[config.mk]
export PLATFORM = sky130hd
export DESIGN_NAME = video_top
export DESIGN_NICKNAME = d
export VERILOG_FILES = /design/src/hw/video_pkg.sv /design/src/hw/buffer_pkg.sv /design/src/hw/input_packer.sv /design/src/hw/pixel_fifo.sv /design/src/hw/timing_gen.sv /design/src/hw/output_align.sv /design/src/hw/video_top.sv
export SDC_FILE = /design/constraint.sdc
export NUM_CORES = 1
export LEC_CHECK = 0
export BUFFER_PORTS_ARGS = -buffer_cell sky130_fd_sc_hd__buf_4
export CAP_MARGIN = 20
export CORE_MARGIN = 2
export CORE_UTILIZATION = 48
export CTS_CLUSTER_SIZE = 25
export DETAILED_ROUTE_END_ITERATION = 10
export PLACE_DENSITY = 0.7
export SETUP_SLACK_MARGIN = 0.1
export SLEW_MARGIN = 20
export SYNTH_ARGS = -nofsm -noshare
export SYNTH_HDL_FRONTEND = slang
export SYNTH_HIERARCHICAL = 1
export SYNTH_SLANG_ARGS = --single-unit
[constraint.sdc]
create_clock -name I_clk -period 3.08 [get_ports I_clk]
set_input_delay 0.462 -clock I_clk [delete_from_list [all_inputs] [get_ports I_clk]]
set_output_delay 0.462 -clock I_clk [all_outputs]
set_load 0.01 [all_outputs]
[src/hw/video_pkg.sv]
// display timing constants, sync polarities, horizontal line phase enum, rgb888 pixel type
`default_nettype none

package video_pkg;

	// --------------------
	// horizontal timing, clocks
	localparam int H_TOTAL  = 24; // full line period
	localparam int H_SYNC   = 2;  // hs pulse width
	localparam int H_BPORCH = 4;  // sync end to first active pixel
	localparam int H_RES    = 16; // active pixels per line

	// --------------------
	// vertical timing, lines
	localparam int V_TOTAL  = 8;  // full frame period
	localparam int V_SYNC   = 1;  // vs pulse width
	localparam int V_BPORCH = 2;  // sync end to first active line
	localparam int V_RES    = 4;  // active lines per frame

	// sync level while asserted, idle level is the inverse
	localparam logic HS_POL = 1'b1;
	localparam logic VS_POL = 1'b1;

	// read request to output pixel, fifo read stage included
	localparam int ALIGN_DEPTH = 2;

	// pixel and line counters share one width
	localparam int CNT_W = 5;

	// where the pixel counter sits inside a line
	typedef enum logic [1:0] {
		PH_SYNC,   // hs asserted
		PH_BPORCH, // back porch
		PH_ACTIVE, // pixels fetched here
		PH_FPORCH  // front porch up to wrap
	} line_phase_t;

	// full depth pixel, red in the top byte
	typedef struct packed {
		logic [7:0] r;
		logic [7:0] g;
		logic [7:0] b;
	} rgb888_t;

endpackage

`default_nettype wire

[src/hw/buffer_pkg.sv]
// packed rgb565 pixel type, fifo depth and pointer width
`default_nettype none

package buffer_pkg;

	// --------------------
	// stored pixel format
	typedef struct packed {
		logic [4:0] r; // top 5 bits of red
		logic [5:0] g; // top 6 bits of green
		logic [4:0] b; // top 5 bits of blue
	} rgb565_t;

	// --------------------
	// buffer geometry
	localparam int FIFO_DEPTH = 64; // one 16x4 frame
	localparam int FIFO_AW    = 6;  // log2 of depth, pointers wrap on their own

endpackage

`default_nettype wire

[src/hw/input_packer.sv]
// write side of the pipe: frame start detect, arm gate, rgb888 to rgb565 truncation
`timescale 1ns/1ps
`default_nettype none

module input_packer (
	input  wire                 I_clk,
	input  wire                 rst_n1,
	input  wire                 de_in,    // source pixel valid
	input  wire                 vs_n_in,  // active low frame sync
	input  wire  [7:0]          r_in,
	input  wire  [7:0]          g_in,
	input  wire  [7:0]          b_in,
	output logic                wr_en,    // one clock behind de_in
	output buffer_pkg::rgb565_t wr_pixel
);

	logic               vs_n_d;      // last vs_n_in
	logic               armed;       // set on first frame start, held
	logic               frame_start; // vs_n falling edge
	video_pkg::rgb888_t pix_in;

	assign frame_start = vs_n_d & ~vs_n_in;
	assign pix_in      = '{r: r_in, g: g_in, b: b_in};

	// --------------------
	// control
	always_ff @(posedge I_clk or negedge rst_n1)
	begin
		if (!rst_n1)
		begin
			vs_n_d <= 1'b1; // idle high, no false edge out of reset
			armed  <= 1'b0;
			wr_en  <= 1'b0;
		end
		else
		begin
			vs_n_d <= vs_n_in;
			if (frame_start)
				armed <= 1'b1;
			// edge cycle already counts as armed
			wr_en <= de_in & (armed | frame_start);
		end
	end

	// drop the low bits, keep msbs
	always_ff @(posedge I_clk)
	begin
		wr_pixel <= '{r: pix_in.r[7:3], g: pix_in.g[7:2], b: pix_in.b[7:3]};
	end

	// nothing reaches the buffer ahead of the first frame
	a_wr_armed: assert property (@(posedge I_clk) disable iff (!rst_n1)
		wr_en |-> armed)
		else $error("write issued before frame start");

endmodule

`default_nettype wire

[src/hw/pixel_fifo.sv]
// single clock circular buffer of rgb565 pixels with sticky overflow and underflow flags
`timescale 1ns/1ps
`default_nettype none

module pixel_fifo (
	input  wire                 I_clk,
	input  wire                 rst_n1,
	input  wire                 wr_en,
	input  wire  buffer_pkg::rgb565_t wr_pixel,
	input  wire                 rd_en,     // display request, never stalls
	output buffer_pkg::rgb565_t rd_pixel,  // one clock after rd_en
	output logic                overflow,  // write while full seen
	output logic                underflow  // read while empty seen
);

	buffer_pkg::rgb565_t            mem [buffer_pkg::FIFO_DEPTH];
	logic [buffer_pkg::FIFO_AW-1:0] wr_ptr;
	logic [buffer_pkg::FIFO_AW-1:0] rd_ptr;
	logic [buffer_pkg::FIFO_AW:0]   count;  // one extra bit for full
	logic                           full;
	logic                           empty;
	logic                           wr_ok;
	logic                           rd_ok;

	assign full  = (int'(count) == buffer_pkg::FIFO_DEPTH);
	assign empty = (count == '0);
	assign wr_ok = wr_en & ~full;  // full drops the pixel
	assign rd_ok = rd_en & ~empty; // empty yields black

	// --------------------
	// pointers, occupancy, flags
	always_ff @(posedge I_clk or negedge rst_n1)
	begin
		if (!rst_n1)
		begin
			wr_ptr    <= '0;
			rd_ptr    <= '0;
			count     <= '0;
			overflow  <= 1'b0;
			underflow <= 1'b0;
		end
		else
		begin
			if (wr_ok)
				wr_ptr <= wr_ptr + 1'b1; // wraps at depth
			if (rd_ok)
				rd_ptr <= rd_ptr + 1'b1;
			case ({wr_ok, rd_ok})
				2'b10:   count <= count + 1'b1;
				2'b01:   count <= count - 1'b1;
				default: count <= count; // both or neither
			endcase
			if (wr_en & full)
				overflow <= 1'b1;
			if (rd_en & empty)
				underflow <= 1'b1;
		end
	end

	// storage and registered read port
	always_ff @(posedge I_clk)
	begin
		if (wr_ok)
			mem[wr_ptr] <= wr_pixel; // readable next clock
		rd_pixel <= rd_ok ? mem[rd_ptr] : '0; // black outside valid reads
	end

	// --------------------
	// occupancy checks
	a_count_max: assert property (@(posedge I_clk) disable iff (!rst_n1)
		int'(count) <= buffer_pkg::FIFO_DEPTH)
		else $error("fifo count above depth");

	a_count_hold: assert property (@(posedge I_clk) disable iff (!rst_n1)
		(wr_ok && rd_ok) |=> (count == $past(count)))
		else $error("fifo count moved on a read plus write");

endmodule

`default_nettype wire

[src/hw/timing_gen.sv]
// display timing: pixel and line counters, line phase decode, read enable and sync outputs
`timescale 1ns/1ps
`default_nettype none

module timing_gen (
	input  wire  I_clk,
	input  wire  rst_n1,
	output logic rd_en,  // high exactly on active positions
	output logic hs_raw, // polarity applied
	output logic vs_raw
);

	logic [video_pkg::CNT_W-1:0] h_cnt;     // pixel within line
	logic [video_pkg::CNT_W-1:0] v_cnt;     // line within frame
	logic [video_pkg::CNT_W-1:0] h_nxt;
	logic [video_pkg::CNT_W-1:0] v_nxt;
	logic                        h_last;
	logic                        v_last;
	video_pkg::line_phase_t      phase;     // phase of the current count
	video_pkg::line_phase_t      phase_nxt;

	// int constant to counter width
	function automatic logic [video_pkg::CNT_W-1:0] cnt_of(input int n);
		return n[video_pkg::CNT_W-1:0];
	endfunction

	// horizontal position to phase
	function automatic video_pkg::line_phase_t phase_of(input logic [video_pkg::CNT_W-1:0] h);
		if (int'(h) < video_pkg::H_SYNC)
			return video_pkg::PH_SYNC;
		else if (int'(h) < video_pkg::H_SYNC + video_pkg::H_BPORCH)
			return video_pkg::PH_BPORCH;
		else if (int'(h) < video_pkg::H_SYNC + video_pkg::H_BPORCH + video_pkg::H_RES)
			return video_pkg::PH_ACTIVE;
		else
			return video_pkg::PH_FPORCH;
	endfunction

	// line inside the active window
	function automatic logic line_active(input logic [video_pkg::CNT_W-1:0] v);
		return (int'(v) >= video_pkg::V_SYNC + video_pkg::V_BPORCH) &&
			(int'(v) < video_pkg::V_SYNC + video_pkg::V_BPORCH + video_pkg::V_RES);
	endfunction

	// --------------------
	// next count
	assign h_last = (h_cnt == cnt_of(video_pkg::H_TOTAL - 1));
	assign v_last = (v_cnt == cnt_of(video_pkg::V_TOTAL - 1));

	always_comb
	begin
		h_nxt = h_last ? '0 : h_cnt + 1'b1;
		v_nxt = v_cnt;
		if (h_last)
			v_nxt = v_last ? '0 : v_cnt + 1'b1; // line advances on pixel wrap
	end

	assign phase     = phase_of(h_cnt);
	assign phase_nxt = phase_of(h_nxt);

	// outputs decoded from the next count, so they line up with h_cnt / v_cnt
	always_ff @(posedge I_clk or negedge rst_n1)
	begin
		if (!rst_n1)
		begin
			// parked on the last position, first clock lands on 0,0
			h_cnt  <= cnt_of(video_pkg::H_TOTAL - 1);
			v_cnt  <= cnt_of(video_pkg::V_TOTAL - 1);
			rd_en  <= 1'b0;
			hs_raw <= ~video_pkg::HS_POL;
			vs_raw <= ~video_pkg::VS_POL;
		end
		else
		begin
			h_cnt  <= h_nxt;
			v_cnt  <= v_nxt;
			rd_en  <= (phase_nxt == video_pkg::PH_ACTIVE) && line_active(v_nxt);
			hs_raw <= (phase_nxt == video_pkg::PH_SYNC) ? video_pkg::HS_POL : ~video_pkg::HS_POL;
			// whole lines of vs from line 0
			vs_raw <= (int'(v_nxt) < video_pkg::V_SYNC) ? video_pkg::VS_POL : ~video_pkg::VS_POL;
		end
	end

	// read request confined to the active phase
	a_rd_phase: assert property (@(posedge I_clk) disable iff (!rst_n1)
		rd_en |-> (phase == video_pkg::PH_ACTIVE))
		else $error("rd_en outside active phase");

endmodule

`default_nettype wire

[src/hw/output_align.sv]
// output stage: enable and sync delay line, rgb565 to rgb888 expansion register
`timescale 1ns/1ps
`default_nettype none

module output_align (
	input  wire                 I_clk,
	input  wire                 rst_n1,
	input  wire                 rd_en,    // request, pixel follows a clock later
	input  wire                 hs_raw,
	input  wire                 vs_raw,
	input  wire  buffer_pkg::rgb565_t rd_pixel,
	output logic                de_out,
	output logic                hs_out,
	output logic                vs_out,
	output logic [7:0]          r_out,
	output logic [7:0]          g_out,
	output logic [7:0]          b_out
);

	logic [video_pkg::ALIGN_DEPTH-1:0] de_sr;
	logic [video_pkg::ALIGN_DEPTH-1:0] hs_sr;
	logic [video_pkg::ALIGN_DEPTH-1:0] vs_sr;
	video_pkg::rgb888_t                pix_q; // expanded pixel

	// --------------------
	// control delay line, oldest bit on top
	always_ff @(posedge I_clk or negedge rst_n1)
	begin
		if (!rst_n1)
		begin
			de_sr <= '0;
			hs_sr <= {video_pkg::ALIGN_DEPTH{~video_pkg::HS_POL}}; // idle levels
			vs_sr <= {video_pkg::ALIGN_DEPTH{~video_pkg::VS_POL}};
		end
		else
		begin
			de_sr <= {de_sr[video_pkg::ALIGN_DEPTH-2:0], rd_en};
			hs_sr <= {hs_sr[video_pkg::ALIGN_DEPTH-2:0], hs_raw};
			vs_sr <= {vs_sr[video_pkg::ALIGN_DEPTH-2:0], vs_raw};
		end
	end

	// fifo read is the first stage, this register the last
	always_ff @(posedge I_clk)
	begin
		pix_q <= '{r: {rd_pixel.r, 3'b000}, g: {rd_pixel.g, 2'b00}, b: {rd_pixel.b, 3'b000}};
	end

	assign de_out = de_sr[video_pkg::ALIGN_DEPTH-1];
	assign hs_out = hs_sr[video_pkg::ALIGN_DEPTH-1];
	assign vs_out = vs_sr[video_pkg::ALIGN_DEPTH-1];
	assign r_out  = pix_q.r;
	assign g_out  = pix_q.g;
	assign b_out  = pix_q.b;

endmodule

`default_nettype wire

[src/hw/video_top.sv]
// video pipe top: packer, pixel fifo, timing generator and output alignment
`timescale 1ns/1ps
`default_nettype none

module video_top (
	input  wire        I_clk,
	input  wire        rst_n1,
	input  wire        de_in,
	input  wire        vs_n_in,   // frame start on falling edge
	input  wire  [7:0] r_in,
	input  wire  [7:0] g_in,
	input  wire  [7:0] b_in,
	output logic       de_out,
	output logic       hs_out,
	output logic       vs_out,
	output logic [7:0] r_out,
	output logic [7:0] g_out,
	output logic [7:0] b_out,
	output logic       overflow,  // sticky
	output logic       underflow  // sticky
);

	// --------------------
	// write side
	logic                wr_en;
	buffer_pkg::rgb565_t wr_pixel;

	// read side
	logic                rd_en;
	logic                hs_raw;
	logic                vs_raw;
	buffer_pkg::rgb565_t rd_pixel;

	input_packer input_packer_inst (
		.I_clk    (I_clk),
		.rst_n1   (rst_n1),
		.de_in    (de_in),
		.vs_n_in  (vs_n_in),
		.r_in     (r_in),
		.g_in     (g_in),
		.b_in     (b_in),
		.wr_en    (wr_en),
		.wr_pixel (wr_pixel)
	);

	pixel_fifo pixel_fifo_inst (
		.I_clk     (I_clk),
		.rst_n1    (rst_n1),
		.wr_en     (wr_en),
		.wr_pixel  (wr_pixel),
		.rd_en     (rd_en),     // paced by display timing only
		.rd_pixel  (rd_pixel),
		.overflow  (overflow),
		.underflow (underflow)
	);

	timing_gen timing_gen_inst (
		.I_clk  (I_clk),
		.rst_n1 (rst_n1),
		.rd_en  (rd_en),
		.hs_raw (hs_raw),
		.vs_raw (vs_raw)
	);

	output_align output_align_inst (
		.I_clk    (I_clk),
		.rst_n1   (rst_n1),
		.rd_en    (rd_en),
		.hs_raw   (hs_raw),
		.vs_raw   (vs_raw),
		.rd_pixel (rd_pixel),
		.de_out   (de_out),
		.hs_out   (hs_out),
		.vs_out   (vs_out),
		.r_out    (r_out),
		.g_out    (g_out),
		.b_out    (b_out)
	);

endmodule

`default_nettype wire

# After elaboration in Yosys (flattened, before gate mapping)
# Memories as Yosys holds them, arrays and structs flattened. A register that Yosys moved wholly into a read port is not among the register bits.
# Cells that the tools add are included.
[classes]
magnitude_cmp = 6
n_reduce_logical = 6
n_eq_ne = 6
muxes = 11
add_sub_neg = 6
bitwise_logic = 10
[ops]
columns = ["op", "count"]
rows = [
  ["$mux 5", 3],
  ["$pmux 7 s2", 1],
  ["$add 6x1->6 const B", 2],
  ["$add 5x1->5 const B", 2],
  ["$lt 5x3->1 const B", 2],
  ["$add 7x1->7 const B", 1],
  ["$eq 7x7->1 const B", 1],
  ["$logic_not 7->1", 1],
  ["$sub 7x1->7 const B", 1],
  ["$and 1x1->1", 6],
  ["$eq 5x3->1 const B", 1],
  ["$eq 5x5->1 const B", 1],
  ["$ge 5x2->1 const B", 1],
  ["$lt 5x1->1 const B", 1],
  ["$lt 5x2->1 const B", 1],
  ["$lt 5x5->1 const B", 1],
  ["$mux 1", 5],
  ["$eq 2x2->1 const B", 2],
  ["$mux 2", 2],
  ["$not 1->1", 3],
  ["$eq 2x1->1 const B", 1],
  ["$logic_and 1x1->1", 2],
  ["$logic_not 2->1", 1],
  ["$reduce_bool 2->1", 1],
  ["2 further kinds", 2],
]
[word_totals]
word_cells = 68
output_inout_bits = 29
inputBits = 28
mem_bits_rw = 1024
memories = 1
ff_bits = 75
[mem_list]
columns = ["name", "depth", "word_bits", "read_ports", "rd_clocked_by_memory_dff", "write_ports", "line_no", "text"]
rows = [
  ["pixel_fifo_inst.mem", 64, 16, 1, 1, 1, "pixel_fifo.sv:16", "buffer_pkg::rgb565_t mem [buffer_pkg::FIFO_DEPTH];"],
]

# Depth between registers and ports, before layout
[depth]
word_depth = 8
depth_mapped = 13
mapped_depth_nobuf = 11

# Modules after synthesis
# Netlist, hierarchy kept.
[by_module_without_submodules]
columns = ["module", "instances", "area_per_inst_um2", "cells_each", "seq_area_each_um2"]
rows = [
  ["pixel_fifo", 1, 40627.7, 1914, 31595.3],
  ["timing_gen", 1, 679.4, 64, 334.1],
  ["output_align", 1, 534.3, 31, 470.5],
  ["input_packer", 1, 424.2, 22, 396.6],
]

# Worst setup path before layout
# Ideal clock, no wire load.
[synth_timing]
path_type = "register -> register"
startpoint = "register pixel_fifo_inst/count[4] (netlist bit)"
endpoint = "register pixel_fifo_inst/count[6] (netlist bit)"
setup_slack_ps = -131
t_required_ps = 3000
n_path_buf = 2
period_less_slack_ps = 3211
arrival_ps = 3131
path_stages_with_launch = 14
setup_time_ps = 80
path_cell_list = "dfrtp_1 > buf_6 > or4_4 > o41a_1 > inv_1 > ha_1 > clkbuf_1 > xor2_1 > ha_1 > and3b_1 > o21ai_0 > a31oi_1 > nor3_1 > xnor2_1"
[synth_between]
elab_chain_len = 5
word_cells_on_any_way = 12
cone_classes = "2 x add/sub; 3 x eq/ne; 1 x mux; 4 x bitwise; 2 x reduce/logical"
[synth_lines]
columns = ["element", "line_no", "text"]
rows = [
  ["start, declared", "pixel_fifo.sv:19", "logic [buffer_pkg::FIFO_AW:0] count;"],
  ["start signal, assigned", "pixel_fifo.sv:49", "2'b10: count <= count + 1'b1;"],
  ["start signal, assigned", "pixel_fifo.sv:50", "2'b01: count <= count - 1'b1;"],
  ["start signal, assigned", "pixel_fifo.sv:51", "default: count <= count;"],
  ["branches (longest 5 deep; another with $sub 7x1->7)", "n/a", ""],
]
# Parallel ways; which one is timed is not known.
# A chain may end at the register's enable or synchronous reset.

# Worst setup path in the final report
[layout_timing]
startpoint = "register pixel_fifo_inst/count[5] (netlist bit)"
endpoint = "register pixel_fifo_inst/count[4] (netlist bit)"
[layout_between]
elab_chain_len = 5
word_cells_on_any_way = 10
cone_classes = "3 x eq/ne; 1 x mux; 4 x bitwise; 2 x reduce/logical"
[layout_lines]
columns = ["element", "line_no", "text"]
rows = [
  ["$eq 7x7->1 / $logic_not 7->1 (equally long branches)", "pixel_fifo.sv:25, pixel_fifo.sv:26", ""],
  ["$not 1->1, on equally long branches", "pixel_fifo.sv:27, pixel_fifo.sv:28", ""],
  ["$and 1x1->1, on equally long branches", "pixel_fifo.sv:27, pixel_fifo.sv:28", ""],
  ["$eq 2x1->1 / $eq 2x2->1 (equally long branches)", "pixel_fifo.sv:48", "case ({wr_ok, rd_ok})"],
  ["$pmux 7 s2 / $reduce_bool 2->1 (equally long branches)", "n/a", ""],
]
# Several ways; a longest one is shown, not always the timed one.

==> key figures <==
Status
  • Status: complete, no violations

Logic synthesis
  • Yosys warns: 6
  • Most numerous cell in the Yosys netlist: edfxtp_1
  • Ys async rst share: 3.86%
  • FF+latch count, synth: between 1000 and 1500
  • Register area share after synthesis: between 70% and 80%
  • Post-synthesis adder-cell area fraction: less than 1%
  • Top-area cell type share of the netlist area: 72.8%
  • Mapped cell area: ~42000 um^2
  • Complex-gate fraction of the synthesized area: under 10%
  • Leading cell types by count after synthesis: 1024 x edfxtp_1, 192 x mux4_2, 132 x mux2i_1
  • Netlist cell types: just over 60
  • Main combinational cell family by area after synthesis: multiplexers
  • Area leader, netlist: edfxtp_1
  • Avg Cell Area, Syn: 20.8 um^2
  • Number of enable flip-flop cells after synthesis: slightly above 1000
  • Synth top area cells: edfxtp_1 73%, mux4_2 10%, mux2i_1 3.1%
  • Top FF cell, synth: edfxtp_1
  • Post-synthesis mux area share: ~14%
  • Synth Area in Simple Gates: under 10%
  • XOR/XNOR share of the synthesized area: less than 1%
  • Synth Instances: ~2000

Power and ir drop
  • Power density over the cells: around 660 nW/um^2
  • Maximum vdd drop: about 0.51 mV
  • P_leak: between 15 and 20 nW
  • Overall Power: 32.2 mW

Timing
  • Worst-margin pin slew: 1.11 ns
  • RSZ-0062 raised after global routing: yes
  • Slew HR: between 20% and 30%
  • Setup violators final: 0
  • Tmin final: 2.90 ns
  • Clock skew: between 0.02 and 0.03 ns
  • Final Hold Slack: ~0.32 ns
  • F_max: ~0.35 GHz
  • Setup TNS: 0 ns
  • Fin. max-slew vios: 0
  • Hold Fails Final Rpt: 0
  • Tcrit/Tclk final: 94.1%

Clocking
  • Root Driver: clkbuf_16
  • CTS tree: built
  • Clock Path Buffers: 3
  • CTS Sinks: 1115
  • H-tree Lvls: 3
  • Clk Latency, worst-skew pair: approximately 0.68 ns
  • Worst-path clk slew: around 0.060 ns
  • CTS buffer count: 108
  • Setup bufs post-CTS: 0

Critical path
  • FF-to-FF End: pixel_fifo_inst/count[4]
  • Endpoint class of the critical path: register
  • Max FO, Critical Path: 5
  • Worst setup path class: register to register
  • Critical Path RT: 3.67 ns
  • RR Startpoint: pixel_fifo_inst/count[5]
  • Crit path arrival time: about 3.5 ns
  • R2R cell count: 11
  • R2r setup slk: ~0.18 ns
  • Worst Setup Start Kind: register

Route
  • Metal2 WL: ~47000 um
  • Detailed Routing Iterations Pass 1: 5
  • Drt via density: roughly 6.0
  • Detail Route Antenna Nets: 0
  • DR iter-0 viols: around 2400
  • Metal1 wirelength: 38000 um
  • Via count: about 21000
  • DRC violations left: 0
  • Final wirelength: about 96000 um
  • WL/cell: between 20 and 30 um
  • Routed wl met3: between 7000 and 8000 um
  • Top metal layer carrying routed signals: met4

Place
  • Gp weighted congestion: 0.817
  • Port bufs: 40
  • Placed Cells: 3290
  • Post-DP HPWL: approximately 58000 um

Layout
  • Final net count: ~2300
  • Non-Filler Instances: ~3500
  • Share of post-route cells with drive strength above 1: a little over a quarter
  • Final core occ: a little under three fifths
  • Ant. Diodes: 0
  • Fillers: 6380
  • Synth-to-Final Area Change: 15.7%

Die
  • Initial Util: about 49%
  • Core Rows: 108
  • # IOs: 57
  • Die height: approximately 300 um
  • Placeable Area: between 80000 and 90000 um^2
  • Die ar.: ~90000 um^2
  • Die W: around 300 um

Global routing
  • Grt total ovfl: 0
  • Largest net degree at the start of global routing: 65
  • Initial antenna violation count: 3
  • Via count of the first global-routing pass: approximately 21000
  • GRT Util Overall: between 20 and 25%
  • First-pass GRT wire length: around 140000 um

Hold path
  • Hold WC Path Type: input port to asynchronous set/reset pin

Run
  • Max Cap Viol: 0
[cell type report]
class | instances | area (um^2) | area share (%)
Sequential cell | 1115 | 32800 | 67.2
Multi-Input combinational cell | 792 | 8840 | 18.1
Clock buffer | 147 | 3080 | 6.31
Timing Repair Buffer | 244 | 2100 | 4.29
Tap cell | 1155 | 1450 | 2.96
Clock inverter | 57 | 582 | 1.19
Inverter | 3 | 11.3 | 0.0230
[report_power, final]
part	switching, mW	internal (mW)
Combinational	0.852	0.469
Sequential	0.411	17.1
Clock	5.46	7.92
[layout by cell type (no fill, tap or decap), types with 7 or more instances in the layout]
master         netlist  final
nand2_1             19     19
clkbuf_8             0     15
clkbuf_16            0    112
dfxtp_2              0     11
a22oi_1             31     31
a211oi_1            34     34
clkbuf_1            51     20
mux4_2             192    192
o221ai_1            32     32
conb_1               1      8
o22ai_1             34     34
buf_4               22    208
clkinv_2             0     17
dfxtp_1             48     32
clkinv_1             0     21
dlygate4sd3_1        0     19
dfstp_2              8      8
mux2i_1            132    132
dfrtp_1             35     31
bufinv_16            0     11
nor2_1              81     79
a21oi_1             49     49
xnor2_1             12     12
nand3_1              7      7
nor2b_1             10      7
xor2_1              13     13
a22o_1              46     46
buf_12               0     16
edfxtp_1          1024   1024
[registers in the layout, indices dropped and copies added, names as in the netlist, 6 cells and up]
signal and count:
output_align_inst/g_out 6, input_packer_inst/wr_pixel 16, pixel_fifo_inst/wr_ptr 6, pixel_fifo_inst/rd_ptr 6, pixel_fifo_inst/mem 1024, pixel_fifo_inst/rd_pixel 16
pixel_fifo_inst/count 7
[critical path: stages, from the launching register on]
cell	delay (ns)
dfrtp_1	0.44
or4_4	0.59
o41a_1	0.35
inv_1	0.10
ha_2	0.20
xor2_1	0.15
ha_2	0.23
and3b_1	0.19
o21ai_2	0.07
nor2b_1	0.15
nor3_2	0.18
xor2_1	0.17
[cell families after synthesis]
family                   count (synthesis)
flip-flops                            1115
multiplexers                           330
AO/OA/AOI/OAI                          272
AND/OR/NAND/NOR                        150
buffers and inverters                  131
XOR/XNOR                                25
adder cells (fa/ha/maj)                  7
other                                    1
[layer usage]
metal	vias up	GRT usage (%)
li1	8897	-
met1	11000	29.6
met2	901	34.8
met3	158	3.72
met4	0	8.20
met5	-	0
[worst max path at each step]
stage                               from                           end  slack (ns)  depth (start not counted)
4_1_cts        pixel_fifo_inst/rd_ptr[0]   pixel_fifo_inst/rd_pixel[9]        0.15                          7
2_1_floorplan   pixel_fifo_inst/count[4]      pixel_fifo_inst/count[4]        0.10                         13
3_3_place_gp   pixel_fifo_inst/rd_ptr[0]  pixel_fifo_inst/rd_pixel[10]        0.15                          7
5_1_grt        pixel_fifo_inst/rd_ptr[0]   pixel_fifo_inst/rd_pixel[9]        0.04                          7
6_report        pixel_fifo_inst/count[5]      pixel_fifo_inst/count[4]        0.18                         11
3_5_place_dp   pixel_fifo_inst/rd_ptr[0]  pixel_fifo_inst/rd_pixel[10]        0.10                          7
[repair_timing]
action                                 CTS  global route
resized for setup                        0             4
endpoints found under the hold margin   53             0
setup endpoints to repair                0             5
hold buffers                            19             0
[through the flow]
| stage | setup slack (ns) | instance area (um^2) |
|---|---|---|
| global route | 0.0371 | 48900 |
| finish | 0.182 | 48900 |
| global placement | 0.154 | 45000 |
| detailed placement | 0.104 | 45000 |
| floorplan | 0.105 | 42300 |
| CTS | 0.148 | 48900 |
Note: power is estimated with default switching activity, not from simulation.
